<file path="src/qerv_config.svh">
`ifndef QERV_CONFIG_SVH
`define QERV_CONFIG_SVH

// Data word width
`define QERV_XLEN 32

// Bits moved through the datapath per cycle
`define QERV_W 4

// Architectural registers, x0 included
`define QERV_NREG 32

// Address of the first instruction fetch
`define QERV_RESET_PC 32'h0000_0000

`endif

</file>
<file path="src/qerv_pkg.sv">
`include "qerv_config.svh"

package qerv_pkg;

   typedef logic [`QERV_XLEN-1:0] word_t;
   typedef logic [`QERV_W-1:0] nibble_t;
   typedef logic [$clog2(`QERV_NREG)-1:0] reg_addr_t;
   // Nibble position within a word, LSB nibble first
   typedef logic [$clog2(`QERV_XLEN/`QERV_W)-1:0] cnt_t;

   typedef enum logic [1:0] {
      st_fetch = 2'd0,
      st_exec  = 2'd1,
      st_mem   = 2'd2,
      st_wb    = 2'd3
   } state_t;

   typedef enum logic [2:0] {
      op_none  = 3'd0,
      op_reg   = 3'd1,
      op_imm   = 3'd2,
      op_load  = 3'd3,
      op_store = 3'd4
   } op_class_t;

   typedef enum logic [2:0] {
      alu_add = 3'd0,
      alu_sub = 3'd1,
      alu_and = 3'd2,
      alu_or  = 3'd3,
      alu_xor = 3'd4
   } alu_op_t;

endpackage

</file>
<file path="src/qerv_decode.sv">
`timescale 1ns/10ps
`include "qerv_config.svh"

module qerv_decode (
   input  logic                clk,
   input  qerv_pkg::word_t     i_instr,
   input  logic                i_load,
   input  logic                i_cnt_en,
   output qerv_pkg::op_class_t o_op_class,
   output qerv_pkg::alu_op_t   o_alu_op,
   output logic                o_op_b_imm,
   output logic                o_we,
   output qerv_pkg::reg_addr_t o_rd_addr,
   output qerv_pkg::reg_addr_t o_rs1_addr,
   output qerv_pkg::reg_addr_t o_rs2_addr,
   output qerv_pkg::nibble_t   o_imm
);

   qerv_pkg::word_t instr;
   qerv_pkg::word_t imm;
   logic [6:0]      opcode;
   logic [2:0]      funct3;
   logic [6:0]      funct7;

   always_ff @(posedge clk) begin
      if (i_load) begin
         instr <= i_instr;
         // S-type splits the immediate around rd
         if (i_instr[6:0] == 7'b0100011)
            imm <= {{20{i_instr[31]}}, i_instr[31:25], i_instr[11:7]};
         else
            imm <= {{20{i_instr[31]}}, i_instr[31:20]};
      end else if (i_cnt_en) begin
         imm <= imm >> `QERV_W;
      end
   end

   assign opcode = instr[6:0];
   assign funct3 = instr[14:12];
   assign funct7 = instr[31:25];

   always_comb begin
      o_op_class = qerv_pkg::op_none;
      o_alu_op   = qerv_pkg::alu_add;
      case (opcode)
         7'b0110011: begin
            o_op_class = qerv_pkg::op_reg;
            case (funct3)
               3'b000: o_alu_op = funct7[5] ? qerv_pkg::alu_sub : qerv_pkg::alu_add;
               3'b100: o_alu_op = qerv_pkg::alu_xor;
               3'b110: o_alu_op = qerv_pkg::alu_or;
               3'b111: o_alu_op = qerv_pkg::alu_and;
               default: o_op_class = qerv_pkg::op_none;
            endcase
            // Only SUB may set funct7, and only bit 5
            if (funct7 != 7'b0000000 && !(funct7 == 7'b0100000 && funct3 == 3'b000))
               o_op_class = qerv_pkg::op_none;
         end
         7'b0010011: begin
            o_op_class = qerv_pkg::op_imm;
            case (funct3)
               3'b000: o_alu_op = qerv_pkg::alu_add;
               3'b100: o_alu_op = qerv_pkg::alu_xor;
               3'b110: o_alu_op = qerv_pkg::alu_or;
               3'b111: o_alu_op = qerv_pkg::alu_and;
               default: o_op_class = qerv_pkg::op_none;
            endcase
         end
         7'b0000011: if (funct3 == 3'b010) o_op_class = qerv_pkg::op_load;
         7'b0100011: if (funct3 == 3'b010) o_op_class = qerv_pkg::op_store;
         default: o_op_class = qerv_pkg::op_none;
      endcase
   end

   assign o_op_b_imm = (o_op_class == qerv_pkg::op_imm);
   assign o_we       = (o_op_class == qerv_pkg::op_store);
   assign o_rd_addr  = instr[11:7];
   assign o_rs1_addr = instr[19:15];
   assign o_rs2_addr = instr[24:20];
   assign o_imm      = imm[`QERV_W-1:0];

endmodule

</file>
<file path="src/qerv_state.sv">
`timescale 1ns/10ps

module qerv_state (
   input  logic                clk,
   input  logic                i_rst,
   input  qerv_pkg::op_class_t i_op_class,
   input  logic                i_ibus_ack,
   input  logic                i_dbus_ack,
   output logic                o_ibus_cyc,
   output logic                o_dbus_cyc,
   output logic                o_cnt_en,
   output qerv_pkg::cnt_t      o_cnt,
   output logic                o_rd_wen,
   output logic                o_wb_sel
);

   qerv_pkg::state_t state;
   qerv_pkg::cnt_t   cnt;
   logic             ibus_cyc;
   logic             dbus_cyc;
   logic             cnt_last;
   logic             mem_op;
   logic             alu_wr;

   assign cnt_last = &cnt;
   assign mem_op   = (i_op_class == qerv_pkg::op_load) || (i_op_class == qerv_pkg::op_store);
   assign alu_wr   = (i_op_class == qerv_pkg::op_reg) || (i_op_class == qerv_pkg::op_imm);

   always_ff @(posedge clk) begin
      if (i_rst) begin
         state    <= qerv_pkg::st_fetch;
         cnt      <= '0;
         ibus_cyc <= 1'b0;
         dbus_cyc <= 1'b0;
      end else begin
         // Counter wraps to zero at the end of each serial phase
         if (state == qerv_pkg::st_exec || state == qerv_pkg::st_wb)
            cnt <= cnt + qerv_pkg::cnt_t'(1);
         case (state)
            qerv_pkg::st_fetch: begin
               ibus_cyc <= !i_ibus_ack;
               if (i_ibus_ack)
                  state <= qerv_pkg::st_exec;
            end
            qerv_pkg::st_exec: begin
               if (cnt_last) begin
                  if (mem_op) begin
                     state    <= qerv_pkg::st_mem;
                     dbus_cyc <= 1'b1;
                  end else begin
                     state    <= qerv_pkg::st_fetch;
                     ibus_cyc <= 1'b1;
                  end
               end
            end
            qerv_pkg::st_mem: begin
               if (i_dbus_ack) begin
                  dbus_cyc <= 1'b0;
                  if (i_op_class == qerv_pkg::op_load) begin
                     state <= qerv_pkg::st_wb;
                  end else begin
                     state    <= qerv_pkg::st_fetch;
                     ibus_cyc <= 1'b1;
                  end
               end
            end
            qerv_pkg::st_wb: begin
               if (cnt_last) begin
                  state    <= qerv_pkg::st_fetch;
                  ibus_cyc <= 1'b1;
               end
            end
            default: state <= qerv_pkg::st_fetch;
         endcase
      end
   end

   assign o_ibus_cyc = ibus_cyc;
   assign o_dbus_cyc = dbus_cyc;
   assign o_cnt      = cnt;
   // PC, ALU carry and address only advance in execute
   assign o_cnt_en   = (state == qerv_pkg::st_exec);
   assign o_wb_sel   = (state == qerv_pkg::st_wb);
   assign o_rd_wen   = (o_cnt_en && alu_wr) || o_wb_sel;

endmodule

</file>
<file path="src/qerv_ctrl.sv">
`timescale 1ns/10ps
`include "qerv_config.svh"

module qerv_ctrl (
   input  logic            clk,
   input  logic            i_rst,
   input  logic            i_cnt_en,
   input  qerv_pkg::cnt_t  i_cnt,
   output qerv_pkg::word_t o_pc
);

   qerv_pkg::word_t   pc;
   qerv_pkg::nibble_t addend;
   logic              first;
   logic              carry;
   logic              cin;
   logic [`QERV_W:0]  sum;

   assign first  = (i_cnt == '0);
   // Four lands in the lowest nibble only
   assign addend = first ? qerv_pkg::nibble_t'(4) : '0;
   assign cin    = first ? 1'b0 : carry;
   assign sum    = {1'b0, pc[`QERV_W-1:0]} + {1'b0, addend} + cin;

   always_ff @(posedge clk) begin
      if (i_rst)
         pc <= `QERV_RESET_PC;
      else if (i_cnt_en)
         pc <= {sum[`QERV_W-1:0], pc[`QERV_XLEN-1:`QERV_W]};
   end

   always_ff @(posedge clk) begin
      if (i_cnt_en)
         carry <= sum[`QERV_W];
   end

   assign o_pc = pc;

endmodule

</file>
<file path="src/qerv_rf.sv">
`timescale 1ns/10ps
`include "qerv_config.svh"

module qerv_rf (
   input  logic                clk,
   input  qerv_pkg::cnt_t      i_cnt,
   input  qerv_pkg::reg_addr_t i_rs1_addr,
   input  qerv_pkg::reg_addr_t i_rs2_addr,
   input  qerv_pkg::reg_addr_t i_rd_addr,
   input  logic                i_wen,
   input  logic                i_wb_sel,
   input  qerv_pkg::nibble_t   i_wdata,
   input  qerv_pkg::nibble_t   i_ldata,
   output qerv_pkg::nibble_t   o_rs1,
   output qerv_pkg::nibble_t   o_rs2
);

   localparam int DEPTH = `QERV_NREG * (`QERV_XLEN / `QERV_W);

   // One entry per nibble, indexed by {register, nibble position}
   qerv_pkg::nibble_t mem [DEPTH];
   qerv_pkg::nibble_t wnib;

   // Load data during writeback, ALU result otherwise
   assign wnib = i_wb_sel ? i_ldata : i_wdata;

   always_ff @(posedge clk) begin
      if (i_wen && (i_rd_addr != '0))
         mem[{i_rd_addr, i_cnt}] <= wnib;
   end

   assign o_rs1 = (i_rs1_addr == '0) ? '0 : mem[{i_rs1_addr, i_cnt}];
   assign o_rs2 = (i_rs2_addr == '0) ? '0 : mem[{i_rs2_addr, i_cnt}];

endmodule

</file>
<file path="src/qerv_alu.sv">
`timescale 1ns/10ps
`include "qerv_config.svh"

module qerv_alu (
   input  logic              clk,
   input  logic              i_cnt_en,
   input  qerv_pkg::cnt_t    i_cnt,
   input  qerv_pkg::alu_op_t i_alu_op,
   input  logic              i_op_b_imm,
   input  qerv_pkg::nibble_t i_rs1,
   input  qerv_pkg::nibble_t i_rs2,
   input  qerv_pkg::nibble_t i_imm,
   output qerv_pkg::nibble_t o_rd
);

   qerv_pkg::nibble_t op_b;
   qerv_pkg::nibble_t b_in;
   logic              sub;
   logic              carry;
   logic              cin;
   logic [`QERV_W:0]  sum;

   assign op_b = i_op_b_imm ? i_imm : i_rs2;
   assign sub  = (i_alu_op == qerv_pkg::alu_sub);
   // Subtract as rs1 + ~b + 1, the +1 entering at the first nibble
   assign b_in = sub ? ~op_b : op_b;
   assign cin  = (i_cnt == '0) ? sub : carry;
   assign sum  = {1'b0, i_rs1} + {1'b0, b_in} + cin;

   always_ff @(posedge clk) begin
      if (i_cnt_en)
         carry <= sum[`QERV_W];
   end

   always_comb begin
      case (i_alu_op)
         qerv_pkg::alu_and: o_rd = i_rs1 & op_b;
         qerv_pkg::alu_or:  o_rd = i_rs1 | op_b;
         qerv_pkg::alu_xor: o_rd = i_rs1 ^ op_b;
         default:           o_rd = sum[`QERV_W-1:0];
      endcase
   end

endmodule

</file>
<file path="src/qerv_bufreg.sv">
`timescale 1ns/10ps
`include "qerv_config.svh"

module qerv_bufreg (
   input  logic              clk,
   input  logic              i_cnt_en,
   input  qerv_pkg::cnt_t    i_cnt,
   input  qerv_pkg::nibble_t i_rs1,
   input  qerv_pkg::nibble_t i_rs2,
   input  qerv_pkg::nibble_t i_imm,
   input  logic              i_ack,
   input  qerv_pkg::word_t   i_rdt,
   output qerv_pkg::word_t   o_adr,
   output qerv_pkg::word_t   o_dat,
   output qerv_pkg::nibble_t o_rd
);

   qerv_pkg::word_t  adr;
   qerv_pkg::word_t  dat;
   qerv_pkg::word_t  ldat;
   logic             carry;
   logic             cin;
   logic [`QERV_W:0] sum;

   assign cin = (i_cnt == '0) ? 1'b0 : carry;
   assign sum = {1'b0, i_rs1} + {1'b0, i_imm} + cin;

   // Address and store data fill from the top, LSB nibble first
   always_ff @(posedge clk) begin
      if (i_cnt_en) begin
         adr   <= {sum[`QERV_W-1:0], adr[`QERV_XLEN-1:`QERV_W]};
         dat   <= {i_rs2, dat[`QERV_XLEN-1:`QERV_W]};
         carry <= sum[`QERV_W];
      end
   end

   // Writeback follows the ack directly, so the load buffer drains every cycle
   always_ff @(posedge clk) begin
      if (i_ack)
         ldat <= i_rdt;
      else
         ldat <= ldat >> `QERV_W;
   end

   // Word access only
   assign o_adr = {adr[`QERV_XLEN-1:2], 2'b00};
   assign o_dat = dat;
   assign o_rd  = ldat[`QERV_W-1:0];

endmodule

</file>
<file path="src/qerv_arbiter.sv">
`timescale 1ns/10ps

module qerv_arbiter (
   input  logic            clk,
   input  logic            i_rst,
   input  qerv_pkg::word_t i_ibus_adr,
   input  logic            i_ibus_cyc,
   output logic            o_ibus_ack,
   input  qerv_pkg::word_t i_dbus_adr,
   input  qerv_pkg::word_t i_dbus_dat,
   input  logic            i_dbus_we,
   input  logic            i_dbus_cyc,
   output logic            o_dbus_ack,
   output qerv_pkg::word_t o_mem_adr,
   output qerv_pkg::word_t o_mem_dat,
   output logic            o_mem_we,
   output logic            o_mem_cyc,
   input  qerv_pkg::word_t i_mem_rdt,
   input  logic            i_mem_ack
);

   logic busy;
   logic sel_d_r;
   logic sel_d;

   // While idle the data side wins, once granted the choice is held
   assign sel_d = busy ? sel_d_r : i_dbus_cyc;

   always_ff @(posedge clk) begin
      if (i_rst) begin
         busy    <= 1'b0;
         sel_d_r <= 1'b0;
      end else if (busy) begin
         if (i_mem_ack)
            busy <= 1'b0;
      end else if ((i_ibus_cyc || i_dbus_cyc) && !i_mem_ack) begin
         busy    <= 1'b1;
         sel_d_r <= i_dbus_cyc;
      end
   end

   assign o_mem_cyc  = sel_d ? i_dbus_cyc : i_ibus_cyc;
   assign o_mem_adr  = sel_d ? i_dbus_adr : i_ibus_adr;
   assign o_mem_we   = sel_d && i_dbus_we;
   assign o_mem_dat  = i_dbus_dat;
   assign o_dbus_ack = i_mem_ack && sel_d;
   assign o_ibus_ack = i_mem_ack && !sel_d;

endmodule

</file>
<file path="src/qerv_top.sv">
`timescale 1ns/10ps

module qerv_top (
   input  logic            clk,
   input  logic            i_rst,
   output qerv_pkg::word_t o_mem_adr,
   output qerv_pkg::word_t o_mem_dat,
   output logic            o_mem_we,
   output logic            o_mem_cyc,
   input  qerv_pkg::word_t i_mem_rdt,
   input  logic            i_mem_ack
);

   qerv_pkg::op_class_t op_class;
   qerv_pkg::alu_op_t   alu_op;
   logic                op_b_imm;
   logic                dbus_we;
   qerv_pkg::reg_addr_t rd_addr;
   qerv_pkg::reg_addr_t rs1_addr;
   qerv_pkg::reg_addr_t rs2_addr;
   qerv_pkg::nibble_t   imm;

   logic                ibus_cyc;
   logic                ibus_ack;
   logic                dbus_cyc;
   logic                dbus_ack;
   logic                cnt_en;
   qerv_pkg::cnt_t      cnt;
   logic                rd_wen;
   logic                wb_sel;

   qerv_pkg::word_t     pc;
   qerv_pkg::word_t     dbus_adr;
   qerv_pkg::word_t     dbus_dat;
   qerv_pkg::nibble_t   rs1;
   qerv_pkg::nibble_t   rs2;
   qerv_pkg::nibble_t   alu_rd;
   qerv_pkg::nibble_t   mem_rd;

   qerv_state state (
      .clk        (clk),
      .i_rst      (i_rst),
      .i_op_class (op_class),
      .i_ibus_ack (ibus_ack),
      .i_dbus_ack (dbus_ack),
      .o_ibus_cyc (ibus_cyc),
      .o_dbus_cyc (dbus_cyc),
      .o_cnt_en   (cnt_en),
      .o_cnt      (cnt),
      .o_rd_wen   (rd_wen),
      .o_wb_sel   (wb_sel)
   );

   // Instruction word is taken straight off the shared bus
   qerv_decode decode (
      .clk        (clk),
      .i_instr    (i_mem_rdt),
      .i_load     (ibus_ack),
      .i_cnt_en   (cnt_en),
      .o_op_class (op_class),
      .o_alu_op   (alu_op),
      .o_op_b_imm (op_b_imm),
      .o_we       (dbus_we),
      .o_rd_addr  (rd_addr),
      .o_rs1_addr (rs1_addr),
      .o_rs2_addr (rs2_addr),
      .o_imm      (imm)
   );

   qerv_ctrl ctrl (
      .clk      (clk),
      .i_rst    (i_rst),
      .i_cnt_en (cnt_en),
      .i_cnt    (cnt),
      .o_pc     (pc)
   );

   qerv_rf rf (
      .clk        (clk),
      .i_cnt      (cnt),
      .i_rs1_addr (rs1_addr),
      .i_rs2_addr (rs2_addr),
      .i_rd_addr  (rd_addr),
      .i_wen      (rd_wen),
      .i_wb_sel   (wb_sel),
      .i_wdata    (alu_rd),
      .i_ldata    (mem_rd),
      .o_rs1      (rs1),
      .o_rs2      (rs2)
   );

   qerv_alu alu (
      .clk        (clk),
      .i_cnt_en   (cnt_en),
      .i_cnt      (cnt),
      .i_alu_op   (alu_op),
      .i_op_b_imm (op_b_imm),
      .i_rs1      (rs1),
      .i_rs2      (rs2),
      .i_imm      (imm),
      .o_rd       (alu_rd)
   );

   qerv_bufreg bufreg (
      .clk      (clk),
      .i_cnt_en (cnt_en),
      .i_cnt    (cnt),
      .i_rs1    (rs1),
      .i_rs2    (rs2),
      .i_imm    (imm),
      .i_ack    (dbus_ack),
      .i_rdt    (i_mem_rdt),
      .o_adr    (dbus_adr),
      .o_dat    (dbus_dat),
      .o_rd     (mem_rd)
   );

   qerv_arbiter arbiter (
      .clk        (clk),
      .i_rst      (i_rst),
      .i_ibus_adr (pc),
      .i_ibus_cyc (ibus_cyc),
      .o_ibus_ack (ibus_ack),
      .i_dbus_adr (dbus_adr),
      .i_dbus_dat (dbus_dat),
      .i_dbus_we  (dbus_we),
      .i_dbus_cyc (dbus_cyc),
      .o_dbus_ack (dbus_ack),
      .o_mem_adr  (o_mem_adr),
      .o_mem_dat  (o_mem_dat),
      .o_mem_we   (o_mem_we),
      .o_mem_cyc  (o_mem_cyc),
      .i_mem_rdt  (i_mem_rdt),
      .i_mem_ack  (i_mem_ack)
   );

endmodule

</file>
<file path="config.mk">
export PLATFORM = sky130hd
export DESIGN_NAME = qerv_top
export DESIGN_NICKNAME = d
export VERILOG_FILES = /design/src/qerv_pkg.sv /design/src/qerv_decode.sv /design/src/qerv_state.sv /design/src/qerv_ctrl.sv /design/src/qerv_rf.sv /design/src/qerv_alu.sv /design/src/qerv_bufreg.sv /design/src/qerv_arbiter.sv /design/src/qerv_top.sv
export VERILOG_INCLUDE_DIRS = /design/src
export SDC_FILE = /design/constraint.sdc
export NUM_CORES = 1
export LEC_CHECK = 0
export BUFFER_PORTS_ARGS = -buffer_cell sky130_fd_sc_hd__buf_2
export CAP_MARGIN = 20
export CELL_PAD_IN_SITES_DETAIL_PLACEMENT = 0
export CELL_PAD_IN_SITES_GLOBAL_PLACEMENT = 1
export CORE_MARGIN = 3
export CORE_UTILIZATION = 49
export CTS_CLUSTER_SIZE = 24
export DETAILED_ROUTE_END_ITERATION = 10
export GPL_TIMING_DRIVEN = 1
export PLACE_DENSITY_LB_ADDON = 0.1
export REMOVE_ABC_BUFFERS = 1
export SYNTH_ARGS = -nofsm -noshare
export SYNTH_HDL_FRONTEND = slang
export SYNTH_SLANG_ARGS = --single-unit
</file>
<file path="constraint.sdc">
create_clock -name clk -period 12.81 [get_ports clk]
set_clock_uncertainty 0.1 [all_clocks]
set_input_delay 1.9215 -clock clk [delete_from_list [all_inputs] [get_ports clk]]
set_output_delay 1.9215 -clock clk [all_outputs]
set_load 0.005 [all_outputs]
</file>
# Word level (Yosys, flattened, before mapping)
# Memories as Yosys holds them, arrays and structs flattened.
# Cells that the tools add are included.
op_classes:
  add_sub_neg: 7
  n_eq_ne: 28
  muxes: 49
  n_bitwise: 5
  n_reduce_logical: 32
ops:
  columns: ["op", "n"]
  rows:
  - ["32-bit two-way mux", 3]
  - ["7-bit by 6-bit equality test with 1-bit output (second input constant)", 4]
  - ["28-bit two-way mux", 1]
  - ["3-bit one-hot mux with 4 select lines", 2]
  - ["1-bit two-way mux", 21]
  - ["4-bit two-way mux", 5]
  - ["2-bit two-way mux", 8]
  - ["4-bit by 4-bit adder with 5-bit output", 3]
  - ["5-bit by 1-bit adder with 5-bit output", 3]
  - ["3-bit by 2-bit equality test with 1-bit output (second input constant)", 5]
  - ["3-bit equality test (second input constant)", 5]
  - ["4-bit one-hot mux with 3 select lines", 1]
  - ["5-bit zero test", 2]
  - ["2-bit inequality test (second input constant)", 5]
  - ["3-bit one-hot mux with 3 select lines", 1]
  - ["1-bit logical AND", 8]
  - ["2-bit one-hot mux with 4 select lines", 1]
  - ["4-bit AND reduction", 2]
  - ["7-bit by 2-bit equality test with 1-bit output (second input constant)", 1]
  - ["7-bit by 5-bit equality test with 1-bit output (second input constant)", 1]
  - ["7-bit nonzero test", 1]
  - ["3-bit by 1-bit equality test with 1-bit output (second input constant)", 2]
  - ["3-bit zero test", 2]
  - ["3-bit two-way mux", 2]
  - ["other kinds (22)", 32]
totals:
  ff_bits: 204
  ram_bits: 1024
  inputBits: 35
  out_inout_bits: 66
  mem_count: 1
mem_list:
  columns: ["name", "depth", "width", "read_ports", "rd_clocked_by_memory_dff", "wr", "line_no", "text"]
  rows:
  - ["rf.mem", 256, 4, 2, 0, 1, "qerv_rf.sv:21", "qerv_pkg::nibble_t mem [DEPTH];"]

# Longest topological paths before layout
# Gate-level depths: netlist of run 1.
depth:
  depth_word: 14
  mapped_depth: 21

# Hierarchy
# Synthesis of run 1 repeated with hierarchy kept, for this count alone.
hier_totals:
  cells_unflattened: 3067
  hier_area_um2: 50892.6
by_module_without_submodules:
  columns: ["module", "n_inst", "cells_per_inst", "area_each_um2"]
  rows:
  - ["qerv_rf", 1, 2447, 42440.7]
  - ["qerv_bufreg", 1, 158, 3238.1]
  - ["qerv_decode", 1, 151, 2088.3]
  - ["qerv_ctrl", 1, 119, 1287.5]
  - ["qerv_arbiter", 1, 82, 879.6]
  - ["qerv_alu", 1, 66, 558.0]
  - ["qerv_state", 1, 44, 400.4]

# Least setup slack after synthesis of run 1
# Ideal clock, no wire load.
synth_path:
  path_kind: "reg2reg"
  start: "reg state.cnt[0] (netlist: state.o_cnt[0])"
  end: "mem rf.mem[100][2] (netlist name), data pin"
  setup_time_ps: 1534
  arrival_ps: 10510
  path_slack_ps: 666
  path_stages_with_launch: 18
  path_cell_list: "dfxtp_1 buf_6 buf_4 buf_6 mux4_2 mux2i_1 inv_1 o21ai_0 a21oi_1 a311o_1 a32o_1 fa_1 fa_1 xor2_1 a21oi_1 nor2_1 a221oi_1 a21oi_1"
synth_between:
  elab_chain_len: 9
  elab_cells_between_ends: 15
  classes_between: "2 x add/sub; 7 x mux; 4 x bitwise; 1 x reduce/logical; 1 x memory"
synth_rtl:
  columns: ["item", "line_no", "text"]
  rows:
  - ["start: declaration", "qerv_state.sv:18", "qerv_pkg::cnt_t cnt;"]
  - ["start signal: assignment", "qerv_state.sv:38", "cnt <= cnt + qerv_pkg::cnt_t'(1);"]
  - ["memory read 256 x 4 bit", null, null]
  - ["4-bit two-way mux", "qerv_rf.sv:33", "assign o_rs2 = (i_rs2_addr == '0) ? '0 : mem[{i_rs2_addr, i_cnt}];"]
  - ["4-bit two-way mux", "qerv_alu.sv:23", "assign op_b = i_op_b_imm ? i_imm : i_rs2;"]
  - ["4-bit inverter", "qerv_alu.sv:26", "assign b_in = sub ? ~op_b : op_b;"]
  - ["4-bit two-way mux", "qerv_alu.sv:26", null]
  - ["4-bit by 4-bit adder with 5-bit output", "qerv_alu.sv:28", "assign sum = {1'b0, i_rs1} + {1'b0, b_in} + cin;"]
  - ["5-bit by 1-bit adder with 5-bit output", "qerv_alu.sv:28", null]
  - ["4-bit one-hot mux with 3 select lines (*)", "qerv_alu.sv:36", "case (i_alu_op)"]
  - ["4-bit two-way mux (*)", "qerv_rf.sv:25", "assign wnib = i_wb_sel ? i_ldata : i_wdata;"]
  - ["named net rf.wnib[2]", "qerv_rf.sv:22", "qerv_pkg::nibble_t wnib;"]
  - ["end: declaration", "qerv_rf.sv:21", null]
# Mark *: on every way through the listed nets, which the timed path passes. The rest lies on a longest branch.

# Worst setup path after layout of run 1
layout_path:
  start: "reg state.cnt[1] (netlist: state.o_cnt[1])"
  end: "mem rf.mem[245][3] (netlist name), data pin"
layout_between:
  elab_chain_len: 9
  elab_cells_between_ends: 15
  classes_between: "2 x add/sub; 7 x mux; 4 x bitwise; 1 x reduce/logical; 1 x memory"
layout_rtl:
  columns: ["item", "line_no", "text"]
  rows:
  - ["memory read 256 x 4 bit (*)", null, null]
  - ["4-bit two-way mux (*)", "qerv_rf.sv:33", null]
  - ["named net alu.i_rs2[1]", "qerv_alu.sv:11", "input qerv_pkg::nibble_t i_rs2,"]
  - ["4-bit two-way mux (*)", "qerv_alu.sv:23", null]
  - ["4-bit inverter", "qerv_alu.sv:26", null]
  - ["4-bit two-way mux (*)", "qerv_alu.sv:26", null]
  - ["4-bit by 4-bit adder with 5-bit output (*)", "qerv_alu.sv:28", null]
  - ["5-bit by 1-bit adder with 5-bit output (*)", "qerv_alu.sv:28", null]
  - ["4-bit one-hot mux with 3 select lines (*)", "qerv_alu.sv:36", null]
  - ["4-bit two-way mux (*)", "qerv_rf.sv:25", null]
  - ["named net rf.wnib[3]", "qerv_rf.sv:22", null]
# Marked as above.

==> run_summary.xml, run 1 <==
<?xml version="1.0" encoding="UTF-8"?>
<metrics>
  <group name="detailed_routing">
    <metric name="totalWireLength" unit="um">131000</metric>
    <metric name="postRouteAntennaNets" unit="">0</metric>
    <metric name="detail_route.drc_violations" unit="">0</metric>
    <metric name="dr.first_iter.drc_count" unit="">2960</metric>
    <metric name="detail_route.first_pass.iterations" unit="">5</metric>
    <metric name="via_per_inst" unit="">6.13</metric>
    <metric name="avgRoutedWirePerCell" unit="um">30.2</metric>
    <metric name="vias" unit="">26571</metric>
  </group>
  <group name="synthesis">
    <metric name="yosys-top-cells-area" unit="">sky130_fd_sc_hd__edfxtp_1 (68%), sky130_fd_sc_hd__mux4_2 (8.9%), sky130_fd_sc_hd__mux2i_1 (3.7%)</metric>
    <metric name="netlist_area" unit="um^2">48500</metric>
    <metric name="postSynthRegisterBits" unit="">1179</metric>
    <metric name="synth_cells" unit="">2855</metric>
    <metric name="post-synth-top-count-cell" unit="">sky130_fd_sc_hd__edfxtp_1</metric>
    <metric name="yosysTopAreaCellShare" unit="%">68.4</metric>
    <metric name="synth-warning-count" unit="">0</metric>
    <metric name="yosysSeqAreaShare" unit="%">71.4</metric>
    <metric name="number_of_enable_flip_flop_cells_after_synthesis" unit="">1106</metric>
    <metric name="yosys_most_used_dff" unit="">sky130_fd_sc_hd__edfxtp_1</metric>
    <metric name="distinct_cells_synth" unit="">74</metric>
    <metric name="synth_top_area_cell" unit="">sky130_fd_sc_hd__edfxtp_1</metric>
    <metric name="post_synth_most_frequent_cells" unit="">sky130_fd_sc_hd__edfxtp_1 (1106), sky130_fd_sc_hd__nor2_1 (326), sky130_fd_sc_hd__nand2_1 (200), sky130_fd_sc_hd__mux4_2 (192), sky130_fd_sc_hd__mux2i_1 (180)</metric>
    <metric name="synth.avg_cell_area" unit="um^2">17.0</metric>
    <metric name="asyncSetResetFlopFracSynth" unit="%">0</metric>
  </group>
  <group name="timing">
    <metric name="finalSetupTns" unit="ns">0</metric>
    <metric name="layout_worst_path_cycle_share" unit="%">60.1</metric>
    <metric name="finalHoldViolCount" unit="">0</metric>
    <metric name="maxClockFrequency" unit="GHz">0.130</metric>
    <metric name="rsz0062_at_grt" unit="">false</metric>
    <metric name="worst_pin_slew" unit="ns">1.19</metric>
    <metric name="layout_min_cycle_time" unit="ns">7.70</metric>
    <metric name="setup_viol" unit="">0</metric>
    <metric name="slew_violations" unit="">0</metric>
    <metric name="relSlewSlack" unit="%">20.5</metric>
  </group>
  <group name="critical_path">
    <metric name="crit_type" unit="">flip-flop to flip-flop</metric>
    <metric name="reg2reg_slack" unit="ns">5.11</metric>
    <metric name="worst_reg2reg_path_startpoint" unit="">state.o_cnt[1]</metric>
    <metric name="crit_arrival" unit="ns">7.94</metric>
    <metric name="cp_max_fo" unit="">98</metric>
    <metric name="worstPathRequired" unit="ns">13.05</metric>
    <metric name="timing.critical_path.cells" unit="">buf_4 &gt; mux4_2 &gt; mux2i_1 &gt; a211oi_1 &gt; nor4_1 &gt; o32ai_2 &gt; mux2i_4 &gt; xor2_1 &gt; ha_1 &gt; a21o_1 &gt; a21oi_1 &gt; xnor2_1 &gt; a21oi_1 &gt; nor2_1 &gt; a221oi_1 &gt; a21oi_4 &gt; buf_4</metric>
    <metric name="end_kind" unit="">flip-flop</metric>
    <metric name="timing.rr.end" unit="">rf.mem[245][3]</metric>
    <metric name="r2r_cells" unit="">17</metric>
    <metric name="critical-path-slowest-cell" unit="">sky130_fd_sc_hd__buf_4</metric>
    <metric name="cpPeakStageDelay" unit="ns">0.93</metric>
    <metric name="setup.worst_path.start_class" unit="">flip-flop</metric>
  </group>
  <group name="min_path">
    <metric name="min_to" unit="">bufreg.o_dat[6]</metric>
    <metric name="hold_path.class" unit="">flip-flop to flip-flop</metric>
    <metric name="timing.hold.worst.start" unit="">bufreg.o_dat[10]</metric>
    <metric name="hold_depth" unit="">0</metric>
  </group>
  <group name="power">
    <metric name="power_leakage" unit="nW">17.0</metric>
    <metric name="report.power.total" unit="mW">9.44</metric>
    <metric name="pwr_density" unit="nW/um^2">174</metric>
    <metric name="peakVddDrop" unit="uV">154</metric>
  </group>
  <group name="floorplan">
    <metric name="core" unit="um^2">97400</metric>
    <metric name="placement_rows" unit="">114</metric>
    <metric name="fp.dieW" unit="um">321</metric>
    <metric name="initial_core_util" unit="%">49.8</metric>
    <metric name="design.die.area" unit="um^2">103000</metric>
    <metric name="vertical_die_dimension" unit="um">321</metric>
    <metric name="ioPinCount" unit="">101</metric>
  </group>
  <group name="cts">
    <metric name="cts_repair_resize_count" unit="">0</metric>
    <metric name="clkTransAtPathRegs" unit="ns">0.06</metric>
    <metric name="postCtsSetupRepairBufs" unit="">0</metric>
    <metric name="clkLatencyLatePin" unit="ns">0.71</metric>
    <metric name="cts_buffer_depth" unit="">3</metric>
    <metric name="cts-htree-levels" unit="">3</metric>
    <metric name="cts.root.buffer_cell" unit="">sky130_fd_sc_hd__clkbuf_16</metric>
    <metric name="cts-buffers-inserted" unit="">117</metric>
    <metric name="cts_tree" unit="">yes</metric>
    <metric name="cts-hold-fix-buffers" unit="">0</metric>
    <metric name="cts_sinks" unit="">1179</metric>
  </group>
  <group name="global_route">
    <metric name="grt_util_all_layers" unit="%">25.7</metric>
    <metric name="sum_of_overflow_across_all_layers_after_global_routing" unit="">0</metric>
    <metric name="number_of_global_route_vias_before_repair" unit="">26998</metric>
    <metric name="grt_first_pass_wirelength" unit="um">191000</metric>
    <metric name="antenna_violations_before_repair" unit="">0</metric>
    <metric name="grt_max_degree" unit="">117</metric>
  </group>
  <group name="placed_design">
    <metric name="place_hpwl" unit="um">82900</metric>
    <metric name="dpl_cell_area" unit="um^2">50200</metric>
    <metric name="routabilityCongestion" unit="">0.877</metric>
    <metric name="placed_cells_incl_taps" unit="">4108</metric>
    <metric name="place.port_buffers" unit="">100</metric>
  </group>
  <group name="layout">
    <metric name="drive_above_1_share" unit="%">21.6</metric>
    <metric name="fillCellCount" unit="">7586</metric>
    <metric name="final_design_area_no_fill" unit="um^2">54200</metric>
    <metric name="finish.net_count" unit="">3017</metric>
    <metric name="finalCoreUtilization" unit="%">55.6</metric>
    <metric name="layout-area-overhead-vs-synth" unit="%">11.7</metric>
    <metric name="antenna-diode-count" unit="">0</metric>
    <metric name="layout.cells.non_filler" unit="">4335</metric>
  </group>
  <group name="run">
    <metric name="drv_cap" unit="">0</metric>
  </group>
  <group name="status">
    <metric name="status" unit="">complete, no violations</metric>
  </group>
</metrics>
==> cell type report <==
type | instances | area (um^2) | area share (%)
timing repair buffer | 155 | 1050 | 1.95
sequential | 1179 | 34700 | 64.0
inverter | 21 | 80.1 | 0.148
clock inverter | 76 | 729 | 1.35
clock buffer | 146 | 3100 | 5.72
multi-input combinational | 1482 | 13000 | 23.9
tap | 1276 | 1600 | 2.95
==> registers in the layout, summed over array words and instances (netlist names) <==
register,count
alu.carry,1
arbiter.busy,1
arbiter.sel_d_r,1
bufreg.adr,30
bufreg.carry,1
bufreg.ldat,32
bufreg.o_dat,32
ctrl.carry,1
ctrl.o_pc,32
decode.imm,17
decode.instr,32
rf.mem,992
state.o_cnt,3
state.o_dbus_cyc,1
state.o_ibus_cyc,1
state.state,2
==> power by group <==
group	internal (mW)	switching (mW)	leakage, nW
clock network	1.98	1.44	1.86
registers	4.78	0.0339	10.6
logic	0.308	0.901	4.61
total	7.07	2.37	17.0
==> cells in the final DEF (no fill, tap or decap), types with 8 or more instances in the layout <==
cell type and count:
sky130_fd_sc_hd__a221oi_1 17, sky130_fd_sc_hd__a21oi_1 68, sky130_fd_sc_hd__a211oi_1 17, sky130_fd_sc_hd__a22oi_1 51, sky130_fd_sc_hd__nand2b_1 9, sky130_fd_sc_hd__o211ai_1 21, sky130_fd_sc_hd__inv_1 17, sky130_fd_sc_hd__edfxtp_1 1106
sky130_fd_sc_hd__clkinv_1 26, sky130_fd_sc_hd__and2_1 12, sky130_fd_sc_hd__mux2i_1 180, sky130_fd_sc_hd__nor2_1 325, sky130_fd_sc_hd__a21o_1 8, sky130_fd_sc_hd__clkbuf_16 120, sky130_fd_sc_hd__o21ai_0 47, sky130_fd_sc_hd__buf_4 46
sky130_fd_sc_hd__nand2_1 189, sky130_fd_sc_hd__dfxtp_1 70, sky130_fd_sc_hd__bufinv_16 13, sky130_fd_sc_hd__nor3_1 20, sky130_fd_sc_hd__clkbuf_1 26, sky130_fd_sc_hd__nor2b_1 18, sky130_fd_sc_hd__mux2_2 104, sky130_fd_sc_hd__mux4_1 9
sky130_fd_sc_hd__mux4_2 192, sky130_fd_sc_hd__o22ai_1 8, sky130_fd_sc_hd__clkinvlp_4 9, sky130_fd_sc_hd__clkinv_2 22, sky130_fd_sc_hd__ha_1 22, sky130_fd_sc_hd__buf_2 100, sky130_fd_sc_hd__nand3_1 31, sky130_fd_sc_hd__nor3b_1 10
sky130_fd_sc_hd__nand2_2 11
==> per-stage QoR <==
step,hold WS [ns],setup slack [ns]
finish,0.344,5.11
global route,0.356,4.73
CTS,0.347,5.02
detailed placement,0.334,5.03
global placement,0.323,5.14
floorplan,0.322,-9.47
==> kinds of logic (layout without fill, tap and decap cells) <==
| family | after synthesis | after routing | share of synthesized area [%] |
|---|---|---|---|
| AOI/OAI and AO/OA | 304 | 304 | 4.26 |
| DFF | 1179 | 1179 | 71.4 |
| xor gates and xnor gates | 11 | 11 | 0.199 |
| adders and majority gates | 26 | 26 | 0.732 |
| buffers and inverters | 194 | 398 | 2.09 |
| and+or+nand+nor | 654 | 654 | 5.65 |
| muxes | 487 | 487 | 15.6 |
==> critical path: cells and delay by family, from the launching register on <==
| family | cells | cell delay [ns] |
|---|---|---|
| adder cells (fa/ha/maj) | 1 | 0.28 |
| XOR/XNOR | 2 | 0.43 |
| AO/OA/AOI/OAI | 7 | 1.82 |
| multiplexers | 3 | 1.07 |
| buffers and inverters | 2 | 1.77 |
| AND/OR/NAND/NOR | 2 | 0.91 |
| flip-flops | 1 | 0.83 |
==> per-layer routing <==
layer	wire [um]	track usage (%)	part of all wire [%]	vias to the layer above
met5	0	0	0	-
met4	4260	8.21	3.3	0
met3	9910	5.39	7.6	227
met2	62300	41.1	48	1095
met1	54500	35.6	42	13802
li1	-	-	-	11447
==> worst max-delay path by stage <==
stage,end,cells after the start,from,slack [ns]
6_report,rf.mem[245][3],17,state.o_cnt[1],5.11
4_1_cts,rf.mem[99][3],17,state.o_cnt[1],5.02
3_5_place_dp,rf.mem[118][3],17,state.o_cnt[1],5.03
3_3_place_gp,rf.mem[118][3],17,state.o_cnt[1],5.14
2_1_floorplan,rf.mem[100][3],16,state.o_cnt[0],-9.47
5_1_grt,rf.mem[242][3],17,state.o_cnt[1],4.73
(Power assumes the default switching activity.)
==> run 2, diff against run 1 <==
--- a/config.mk
+++ b/config.mk
@@ -11,7 +11,7 @@
 export CELL_PAD_IN_SITES_DETAIL_PLACEMENT = 0
 export CELL_PAD_IN_SITES_GLOBAL_PLACEMENT = 1
 export CORE_MARGIN = 3
-export CORE_UTILIZATION = 49
+export CORE_UTILIZATION = 50
 export CTS_CLUSTER_SIZE = 24
 export DETAILED_ROUTE_END_ITERATION = 10
 export GPL_TIMING_DRIVEN = 1
==> constraint.sdc (replaced) <==
create_clock -name clk -period 7.4 [get_ports clk]
set_clock_uncertainty 0.1 [all_clocks]
set_input_delay 1.11 -clock clk [delete_from_list [all_inputs] [get_ports clk]]
set_output_delay 1.11 -clock clk [all_outputs]
set_load 0.005 [all_outputs]
==> run_summary.xml, run 2 (synthesis results as in run 1) <==
<?xml version="1.0" encoding="UTF-8"?>
<metrics>
  <group name="global_route">
    <metric name="grt_first_pass_wirelength" unit="um">194000</metric>
    <metric name="globalRouteMet3Util" unit="%">5.43</metric>
    <metric name="globalRouteMet1Util" unit="%">37.3</metric>
    <metric name="number_of_global_route_vias_before_repair" unit="">27112</metric>
    <metric name="grt_most_used_layer" unit="">met2</metric>
    <metric name="sum_of_overflow_across_all_layers_after_global_routing" unit="">0</metric>
    <metric name="grt_util_all_layers" unit="%">26.1</metric>
    <metric name="antenna_violations_before_repair" unit="">4</metric>
    <metric name="grt_max_degree" unit="">165</metric>
    <metric name="grtUsageMet2" unit="%">40.7</metric>
  </group>
  <group name="floorplan">
    <metric name="design.die.area" unit="um^2">101000</metric>
    <metric name="fp.dieW" unit="um">318</metric>
    <metric name="core" unit="um^2">95600</metric>
    <metric name="vertical_die_dimension" unit="um">318</metric>
    <metric name="ioPinCount" unit="">101</metric>
    <metric name="placement_rows" unit="">113</metric>
    <metric name="initial_core_util" unit="%">50.8</metric>
  </group>
  <group name="cts">
    <metric name="cts_sinks" unit="">1179</metric>
    <metric name="cts-htree-levels" unit="">3</metric>
    <metric name="postCtsSetupRepairBufs" unit="">0</metric>
    <metric name="cts-buffers-inserted" unit="">118</metric>
    <metric name="cts_buffer_depth" unit="">3</metric>
    <metric name="clkTransAtPathRegs" unit="ns">0.06</metric>
    <metric name="cts_repair_resize_count" unit="">0</metric>
    <metric name="cts_tree" unit="">yes</metric>
    <metric name="clkLatencyLatePin" unit="ns">0.72</metric>
    <metric name="cts.root.buffer_cell" unit="">sky130_fd_sc_hd__clkbuf_16</metric>
    <metric name="cts-hold-fix-buffers" unit="">0</metric>
  </group>
  <group name="timing">
    <metric name="maxClockFrequency" unit="GHz">0.156</metric>
    <metric name="slew_violations" unit="">0</metric>
    <metric name="layout_worst_path_cycle_share" unit="%">86.5</metric>
    <metric name="relSlewSlack" unit="%">25.6</metric>
    <metric name="rsz0062_at_grt" unit="">false</metric>
    <metric name="finalHoldViolCount" unit="">0</metric>
    <metric name="setup_viol" unit="">0</metric>
    <metric name="worst_pin_slew" unit="ns">1.11</metric>
    <metric name="finalSetupTns" unit="ns">0</metric>
    <metric name="layout_min_cycle_time" unit="ns">6.40</metric>
  </group>
  <group name="layout">
    <metric name="layout_common_cells" unit="">sky130_fd_sc_hd__edfxtp_1 (1106), sky130_fd_sc_hd__nor2_1 (326), sky130_fd_sc_hd__mux4_2 (192)</metric>
    <metric name="layout.cells.non_filler" unit="">4345</metric>
    <metric name="finish.net_count" unit="">3041</metric>
    <metric name="regMostFlops" unit="">rf.mem</metric>
    <metric name="layout_commonest_cell" unit="">sky130_fd_sc_hd__edfxtp_1</metric>
    <metric name="drive_above_1_share" unit="%">22.1</metric>
    <metric name="layout-area-overhead-vs-synth" unit="%">12.3</metric>
    <metric name="largest_reg_flops" unit="">992</metric>
  </group>
  <group name="critical_path">
    <metric name="end_kind" unit="">flip-flop</metric>
    <metric name="crit_type" unit="">flip-flop to flip-flop</metric>
    <metric name="timing.critical_path.cells" unit="">buf_12 &gt; buf_4 &gt; mux4_2 &gt; mux2i_1 &gt; o22a_1 &gt; o2111ai_1 &gt; a32o_1 &gt; xor2_1 &gt; o21ai_1 &gt; fa_1 &gt; fa_1 &gt; xor2_1 &gt; a21oi_1 &gt; nor2_1 &gt; a221oi_1 &gt; a21oi_4 &gt; buf_4</metric>
    <metric name="crit_arrival" unit="ns">6.73</metric>
    <metric name="critical-path-slowest-cell" unit="">sky130_fd_sc_hd__dfxtp_4</metric>
    <metric name="cp_max_fo" unit="">45</metric>
    <metric name="cpPeakStageDelay" unit="ns">0.71</metric>
    <metric name="setup.worst_path.start_class" unit="">flip-flop</metric>
    <metric name="worstPathRequired" unit="ns">7.73</metric>
  </group>
  <group name="placed_design">
    <metric name="place.port_buffers" unit="">100</metric>
    <metric name="place_hpwl" unit="um">84600</metric>
    <metric name="routabilityCongestion" unit="">0.881</metric>
    <metric name="placed_cells_incl_taps" unit="">4124</metric>
  </group>
  <group name="detailed_routing">
    <metric name="totalWireLength" unit="um">132000</metric>
    <metric name="vias" unit="">26990</metric>
    <metric name="detail_route.first_pass.iterations" unit="">5</metric>
    <metric name="detail_route.drc_violations" unit="">0</metric>
    <metric name="avgRoutedWirePerCell" unit="um">30.4</metric>
    <metric name="postRouteAntennaNets" unit="">0</metric>
    <metric name="dr.first_iter.drc_count" unit="">3186</metric>
    <metric name="via_per_inst" unit="">6.21</metric>
  </group>
  <group name="run">
    <metric name="drv_cap" unit="">0</metric>
  </group>
  <group name="power">
    <metric name="report.power.total" unit="mW">16.5</metric>
    <metric name="cellInternalPower" unit="mW">12.3</metric>
    <metric name="sequentialPowerShare" unit="%">50.7</metric>
    <metric name="sw_frac_of_total" unit="%">25.2</metric>
    <metric name="power.combinational.fraction" unit="%">12.8</metric>
    <metric name="pwr_density" unit="nW/um^2">302</metric>
    <metric name="p_sw" unit="mW">4.15</metric>
    <metric name="clock_power_share" unit="%">36.6</metric>
    <metric name="power_leakage" unit="nW">17.2</metric>
    <metric name="peakVddDrop" unit="uV">380</metric>
  </group>
  <group name="min_path">
    <metric name="hold_path.class" unit="">flip-flop to flip-flop</metric>
  </group>
  <group name="status">
    <metric name="status" unit="">complete, no violations</metric>
  </group>
</metrics>
==> run 2: layout make-up <==
class                      count  area (um^2)
antenna                        2         5.00
timing repair buffer         178         1290
multi-input combinational   1482        13000
clock inverter                61          727
tap                         1265         1580
clock buffer                 157         3170
inverter                      21         80.1
sequential                  1179        34700
fill                        7360        41100
==> run 2: critical path: cells and delay by family (launching register included) <==
family | cells | cell delay (ns)
multiplexers | 2 | 0.97
adder cells (fa/ha/maj) | 2 | 0.94
AO/OA/AOI/OAI | 7 | 1.70
XOR/XNOR | 2 | 0.39
flip-flops | 1 | 0.71
buffers and inverters | 3 | 1.08
AND/OR/NAND/NOR | 1 | 0.12
==> run 2: through the flow <==
step	util, %	instance area (um^2)	setup slack (ns)	hold WS, ns
4_1_cts	57.0	54500	1.01	0.346
6_report	57.0	54500	1.00	0.345
5_1_grt	57.0	54500	0.687	0.355
3_3_place_gp	52.9	50500	1.12	0.327
3_5_place_dp	52.9	50600	1.02	0.332
2_1_floorplan	-	47600	-14.88	0.322
==> run 2: final timing paths <==
| path | startpoint | endpoint | slack, ns | cells after the start |
|---|---|---|---|---|
| hold / removal | bufreg.adr[18] | bufreg.adr[14] | 0.35 | 0 |
| setup reg to reg | state.o_cnt[0] | rf.mem[84][2] | 1.00 | 17 |
| setup / recovery | state.o_cnt[0] | rf.mem[84][2] | 1.00 | 17 |
| hold reg to reg | bufreg.adr[18] | bufreg.adr[14] | 0.35 | 0 |
==> run 2: power by group through the flow <==
stage	sequential (mW)	clock (mW)	combinational [mW]
2_1_floorplan	8.96	0	1.20
4_1_cts	8.34	6.10	2.13
6_report	8.34	6.02	2.11
3_3_place_gp	8.48	0	2.06
5_1_grt	8.35	6.39	2.28
3_5_place_dp	8.48	0	2.12
==> run 2: per-layer routing <==
| layer | part of all wire (%) | wire length (um) |
|---|---|---|
| met1 | 42 | 55100 |
| met2 | 47 | 62200 |
| met3 | 7.8 | 10300 |
| met4 | 3.6 | 4700 |
| met5 | 0 | 0 |
==> run 3, diff against run 2 <==
--- a/config.mk
+++ b/config.mk
@@ -8,15 +8,15 @@
 export LEC_CHECK = 0
 export BUFFER_PORTS_ARGS = -buffer_cell sky130_fd_sc_hd__buf_2
 export CAP_MARGIN = 20
-export CELL_PAD_IN_SITES_DETAIL_PLACEMENT = 0
-export CELL_PAD_IN_SITES_GLOBAL_PLACEMENT = 1
 export CORE_MARGIN = 3
 export CORE_UTILIZATION = 50
 export CTS_CLUSTER_SIZE = 24
 export DETAILED_ROUTE_END_ITERATION = 10
 export GPL_TIMING_DRIVEN = 1
-export PLACE_DENSITY_LB_ADDON = 0.1
+export PLACE_DENSITY = 0.66
+export RECOVER_POWER = 25
 export REMOVE_ABC_BUFFERS = 1
 export SYNTH_ARGS = -nofsm -noshare
 export SYNTH_HDL_FRONTEND = slang
+export SYNTH_HIERARCHICAL = 1
 export SYNTH_SLANG_ARGS = --single-unit
==> run_summary.xml, run 3 <==
<?xml version="1.0" encoding="UTF-8"?>
<metrics>
  <group name="placed_design">
    <metric name="place.port_buffers" unit="">100</metric>
    <metric name="routabilityCongestion" unit="">1.01</metric>
    <metric name="place_hpwl" unit="um">93500</metric>
  </group>
  <group name="timing">
    <metric name="layout_worst_path_cycle_share" unit="%">90.8</metric>
    <metric name="setup_viol" unit="">0</metric>
    <metric name="rsz0062_at_grt" unit="">false</metric>
    <metric name="finalSetupTns" unit="ns">0</metric>
    <metric name="slew_violations" unit="">244</metric>
    <metric name="relSlewSlack" unit="%">-189</metric>
    <metric name="layout_min_cycle_time" unit="ns">6.72</metric>
    <metric name="maxClockFrequency" unit="GHz">0.149</metric>
    <metric name="finalHoldViolCount" unit="">0</metric>
    <metric name="worst_pin_slew" unit="ns">4.33</metric>
  </group>
  <group name="detailed_routing">
    <metric name="detail_route.drc_violations" unit="">0</metric>
    <metric name="avgRoutedWirePerCell" unit="um">29.9</metric>
    <metric name="vias" unit="">28975</metric>
    <metric name="detail_route.first_pass.iterations" unit="">7</metric>
    <metric name="dr.first_iter.drc_count" unit="">3761</metric>
    <metric name="via_per_inst" unit="">6.23</metric>
    <metric name="totalWireLength" unit="um">139000</metric>
    <metric name="postRouteAntennaNets" unit="">0</metric>
  </group>
  <group name="synthesis">
    <metric name="netlist_area" unit="um^2">50900</metric>
    <metric name="yosysSeqAreaShare" unit="%">70.0</metric>
    <metric name="postSynthRegisterBits" unit="">1211</metric>
    <metric name="distinct_cells_synth" unit="">91</metric>
    <metric name="yosys_most_used_dff" unit="">sky130_fd_sc_hd__edfxtp_1</metric>
    <metric name="asyncSetResetFlopFracSynth" unit="%">0</metric>
    <metric name="yosysTopAreaCellShare" unit="%">67.1</metric>
    <metric name="post-synth-top-count-cell" unit="">sky130_fd_sc_hd__edfxtp_1</metric>
    <metric name="post_synth_most_frequent_cells" unit="">sky130_fd_sc_hd__edfxtp_1 (1138), sky130_fd_sc_hd__nor2_1 (341), sky130_fd_sc_hd__mux2i_1 (239), sky130_fd_sc_hd__mux4_2 (134), sky130_fd_sc_hd__nand2_1 (116)</metric>
    <metric name="synth_top_area_cell" unit="">sky130_fd_sc_hd__edfxtp_1</metric>
    <metric name="yosys-top-cells-area" unit="">sky130_fd_sc_hd__edfxtp_1 (67%), sky130_fd_sc_hd__mux4_2 (5.9%), sky130_fd_sc_hd__mux2i_1 (4.7%)</metric>
    <metric name="number_of_enable_flip_flop_cells_after_synthesis" unit="">1138</metric>
    <metric name="synth_cells" unit="">3067</metric>
    <metric name="synth-warning-count" unit="">6</metric>
    <metric name="synth.avg_cell_area" unit="um^2">16.6</metric>
  </group>
  <group name="cts">
    <metric name="cts_buffer_depth" unit="">3</metric>
    <metric name="cts_tree" unit="">yes</metric>
    <metric name="cts-htree-levels" unit="">3</metric>
    <metric name="postCtsSetupRepairBufs" unit="">0</metric>
    <metric name="cts_repair_resize_count" unit="">0</metric>
    <metric name="cts_sinks" unit="">1211</metric>
    <metric name="cts-hold-fix-buffers" unit="">0</metric>
    <metric name="clkTransAtPathRegs" unit="ns">0.06</metric>
    <metric name="clkLatencyLatePin" unit="ns">0.71</metric>
    <metric name="cts-buffers-inserted" unit="">118</metric>
    <metric name="cts.root.buffer_cell" unit="">sky130_fd_sc_hd__clkbuf_16</metric>
  </group>
  <group name="floorplan">
    <metric name="fp.dieW" unit="um">325</metric>
    <metric name="core" unit="um^2">101000</metric>
    <metric name="initial_core_util" unit="%">50.6</metric>
    <metric name="design.die.area" unit="um^2">106000</metric>
    <metric name="ioPinCount" unit="">101</metric>
    <metric name="placement_rows" unit="">116</metric>
    <metric name="vertical_die_dimension" unit="um">325</metric>
  </group>
  <group name="power">
    <metric name="report.power.total" unit="mW">16.8</metric>
    <metric name="pwr_density" unit="nW/um^2">300</metric>
    <metric name="power_leakage" unit="nW">18.0</metric>
    <metric name="peakVddDrop" unit="uV">511</metric>
  </group>
  <group name="layout">
    <metric name="layout_common_cells" unit="">sky130_fd_sc_hd__edfxtp_1 (1138), sky130_fd_sc_hd__nor2_1 (340), sky130_fd_sc_hd__mux2i_1 (240)</metric>
    <metric name="area.sequential" unit="um^2">35600</metric>
    <metric name="finish.net_count" unit="">3254</metric>
    <metric name="multi_input_area" unit="um^2">13500</metric>
    <metric name="largest_reg_flops" unit="">1024</metric>
    <metric name="layout_commonest_cell" unit="">sky130_fd_sc_hd__edfxtp_1</metric>
    <metric name="fillCellCount" unit="">7774</metric>
    <metric name="drive_above_1_share" unit="%">17.0</metric>
    <metric name="layout-area-overhead-vs-synth" unit="%">10.1</metric>
    <metric name="regMostFlops" unit="">rf/mem</metric>
  </group>
  <group name="critical_path">
    <metric name="worstPathRequired" unit="ns">7.79</metric>
    <metric name="setup.worst_path.start_class" unit="">flip-flop</metric>
    <metric name="crit_arrival" unit="ns">7.11</metric>
    <metric name="end_kind" unit="">flip-flop</metric>
    <metric name="cp_max_fo" unit="">92</metric>
    <metric name="crit_type" unit="">flip-flop to flip-flop</metric>
    <metric name="reg2reg_slack" unit="ns">0.68</metric>
  </group>
  <group name="run">
    <metric name="drv_cap" unit="">5</metric>
  </group>
  <group name="global_route">
    <metric name="antenna_violations_before_repair" unit="">3</metric>
    <metric name="grt_first_pass_wirelength" unit="um">202000</metric>
    <metric name="grt_max_degree" unit="">147</metric>
    <metric name="number_of_global_route_vias_before_repair" unit="">28498</metric>
    <metric name="sum_of_overflow_across_all_layers_after_global_routing" unit="">0</metric>
    <metric name="grt_util_all_layers" unit="%">26.0</metric>
  </group>
  <group name="status">
    <metric name="failed_checks" unit="">max-capacitance violations, max-slew violations</metric>
    <metric name="status" unit="">finished with violations</metric>
  </group>
  <group name="min_path">
    <metric name="hold_path.class" unit="">flip-flop to flip-flop</metric>
  </group>
</metrics>
==> run 3: cells by family after synthesis <==
kind of cell | count (synthesis) | share of synthesized area (%)
other | 2 | 0.0148
DFF | 1211 | 70.0
adders and majority gates | 23 | 0.624
muxes | 519 | 14.7
buffers and inverters | 274 | 3.46
xor gates and xnor gates | 11 | 0.189
and+or+nand+nor | 630 | 5.51
AOI/OAI and AO/OA | 397 | 5.49
==> run 3: path summary, 6_finish.rpt <==
check | start | endpoint | cells past startpoint
worst min-delay path | bufreg/ldat[17] | bufreg/ldat[13] | 1
worst min register to register | bufreg/ldat[17] | bufreg/ldat[13] | 1
worst max-delay path | state/o_cnt[0] | rf/mem[81][2] | 16
worst max register to register | state/o_cnt[0] | rf/mem[81][2] | 16
==> run 3: worst max-delay path: stages, from the launching register on <==
cell                       delay (ns)
sky130_fd_sc_hd__dfxtp_4         0.73
sky130_fd_sc_hd__clkbuf_1        0.70
sky130_fd_sc_hd__nand2b_1        0.66
sky130_fd_sc_hd__o22ai_1         0.17
sky130_fd_sc_hd__a221oi_1        0.78
sky130_fd_sc_hd__a21oi_1         0.16
sky130_fd_sc_hd__a311o_1         0.35
sky130_fd_sc_hd__nor3_1          0.23
sky130_fd_sc_hd__o311a_1         0.40
sky130_fd_sc_hd__mux2i_1         0.21
sky130_fd_sc_hd__xnor2_1         0.17
sky130_fd_sc_hd__ha_1            0.33
sky130_fd_sc_hd__xor2_1          0.15
sky130_fd_sc_hd__nand3_1         0.09
sky130_fd_sc_hd__o211ai_1        0.12
sky130_fd_sc_hd__mux2_8          0.66
sky130_fd_sc_hd__buf_4           0.40
==> run 3: cell type report <==
type                            instances  area share [%]
Timing Repair Buffer                  213            2.65
Multi-Input combinational cell       1614            24.1
Antenna cell                            1         0.00447
Clock inverter                         74           0.844
Inverter                               38           0.255
Tap cell                             1357            3.03
Clock buffer                          145            5.53
Sequential cell                      1211            63.6
==> run 3: power breakdown <==
part | total, mW | leakage [nW] | switching (mW) | internal, mW
Clock | 5.57 | 1.73 | 2.50 | 3.07
Combinational | 2.48 | 5.39 | 1.81 | 0.677
Sequential | 8.78 | 10.9 | 0.0797 | 8.70
==> run 3: per-stage QoR <==
step	std cells	hold WS, ns	worst slack [ns]	utilization [%]	instance area (um^2)
final	4653	0.333	0.683	55.7	56000
after global routing	4652	0.354	0.482	55.7	56000
after CTS	4652	0.353	0.877	56.0	56300
after detailed placement	4433	0.338	0.905	52.5	52800
after global placement	4431	0.324	0.909	52.4	52700
after floorplan	2863	0.322	-14.15	-	49400
==> run 3: layer usage <==
metal	GRT usage [%]	share of wire, %
met1	36.1	40
met2	41.2	47
met3	5.81	9.8
met4	8.62	3.5
met5	0	0
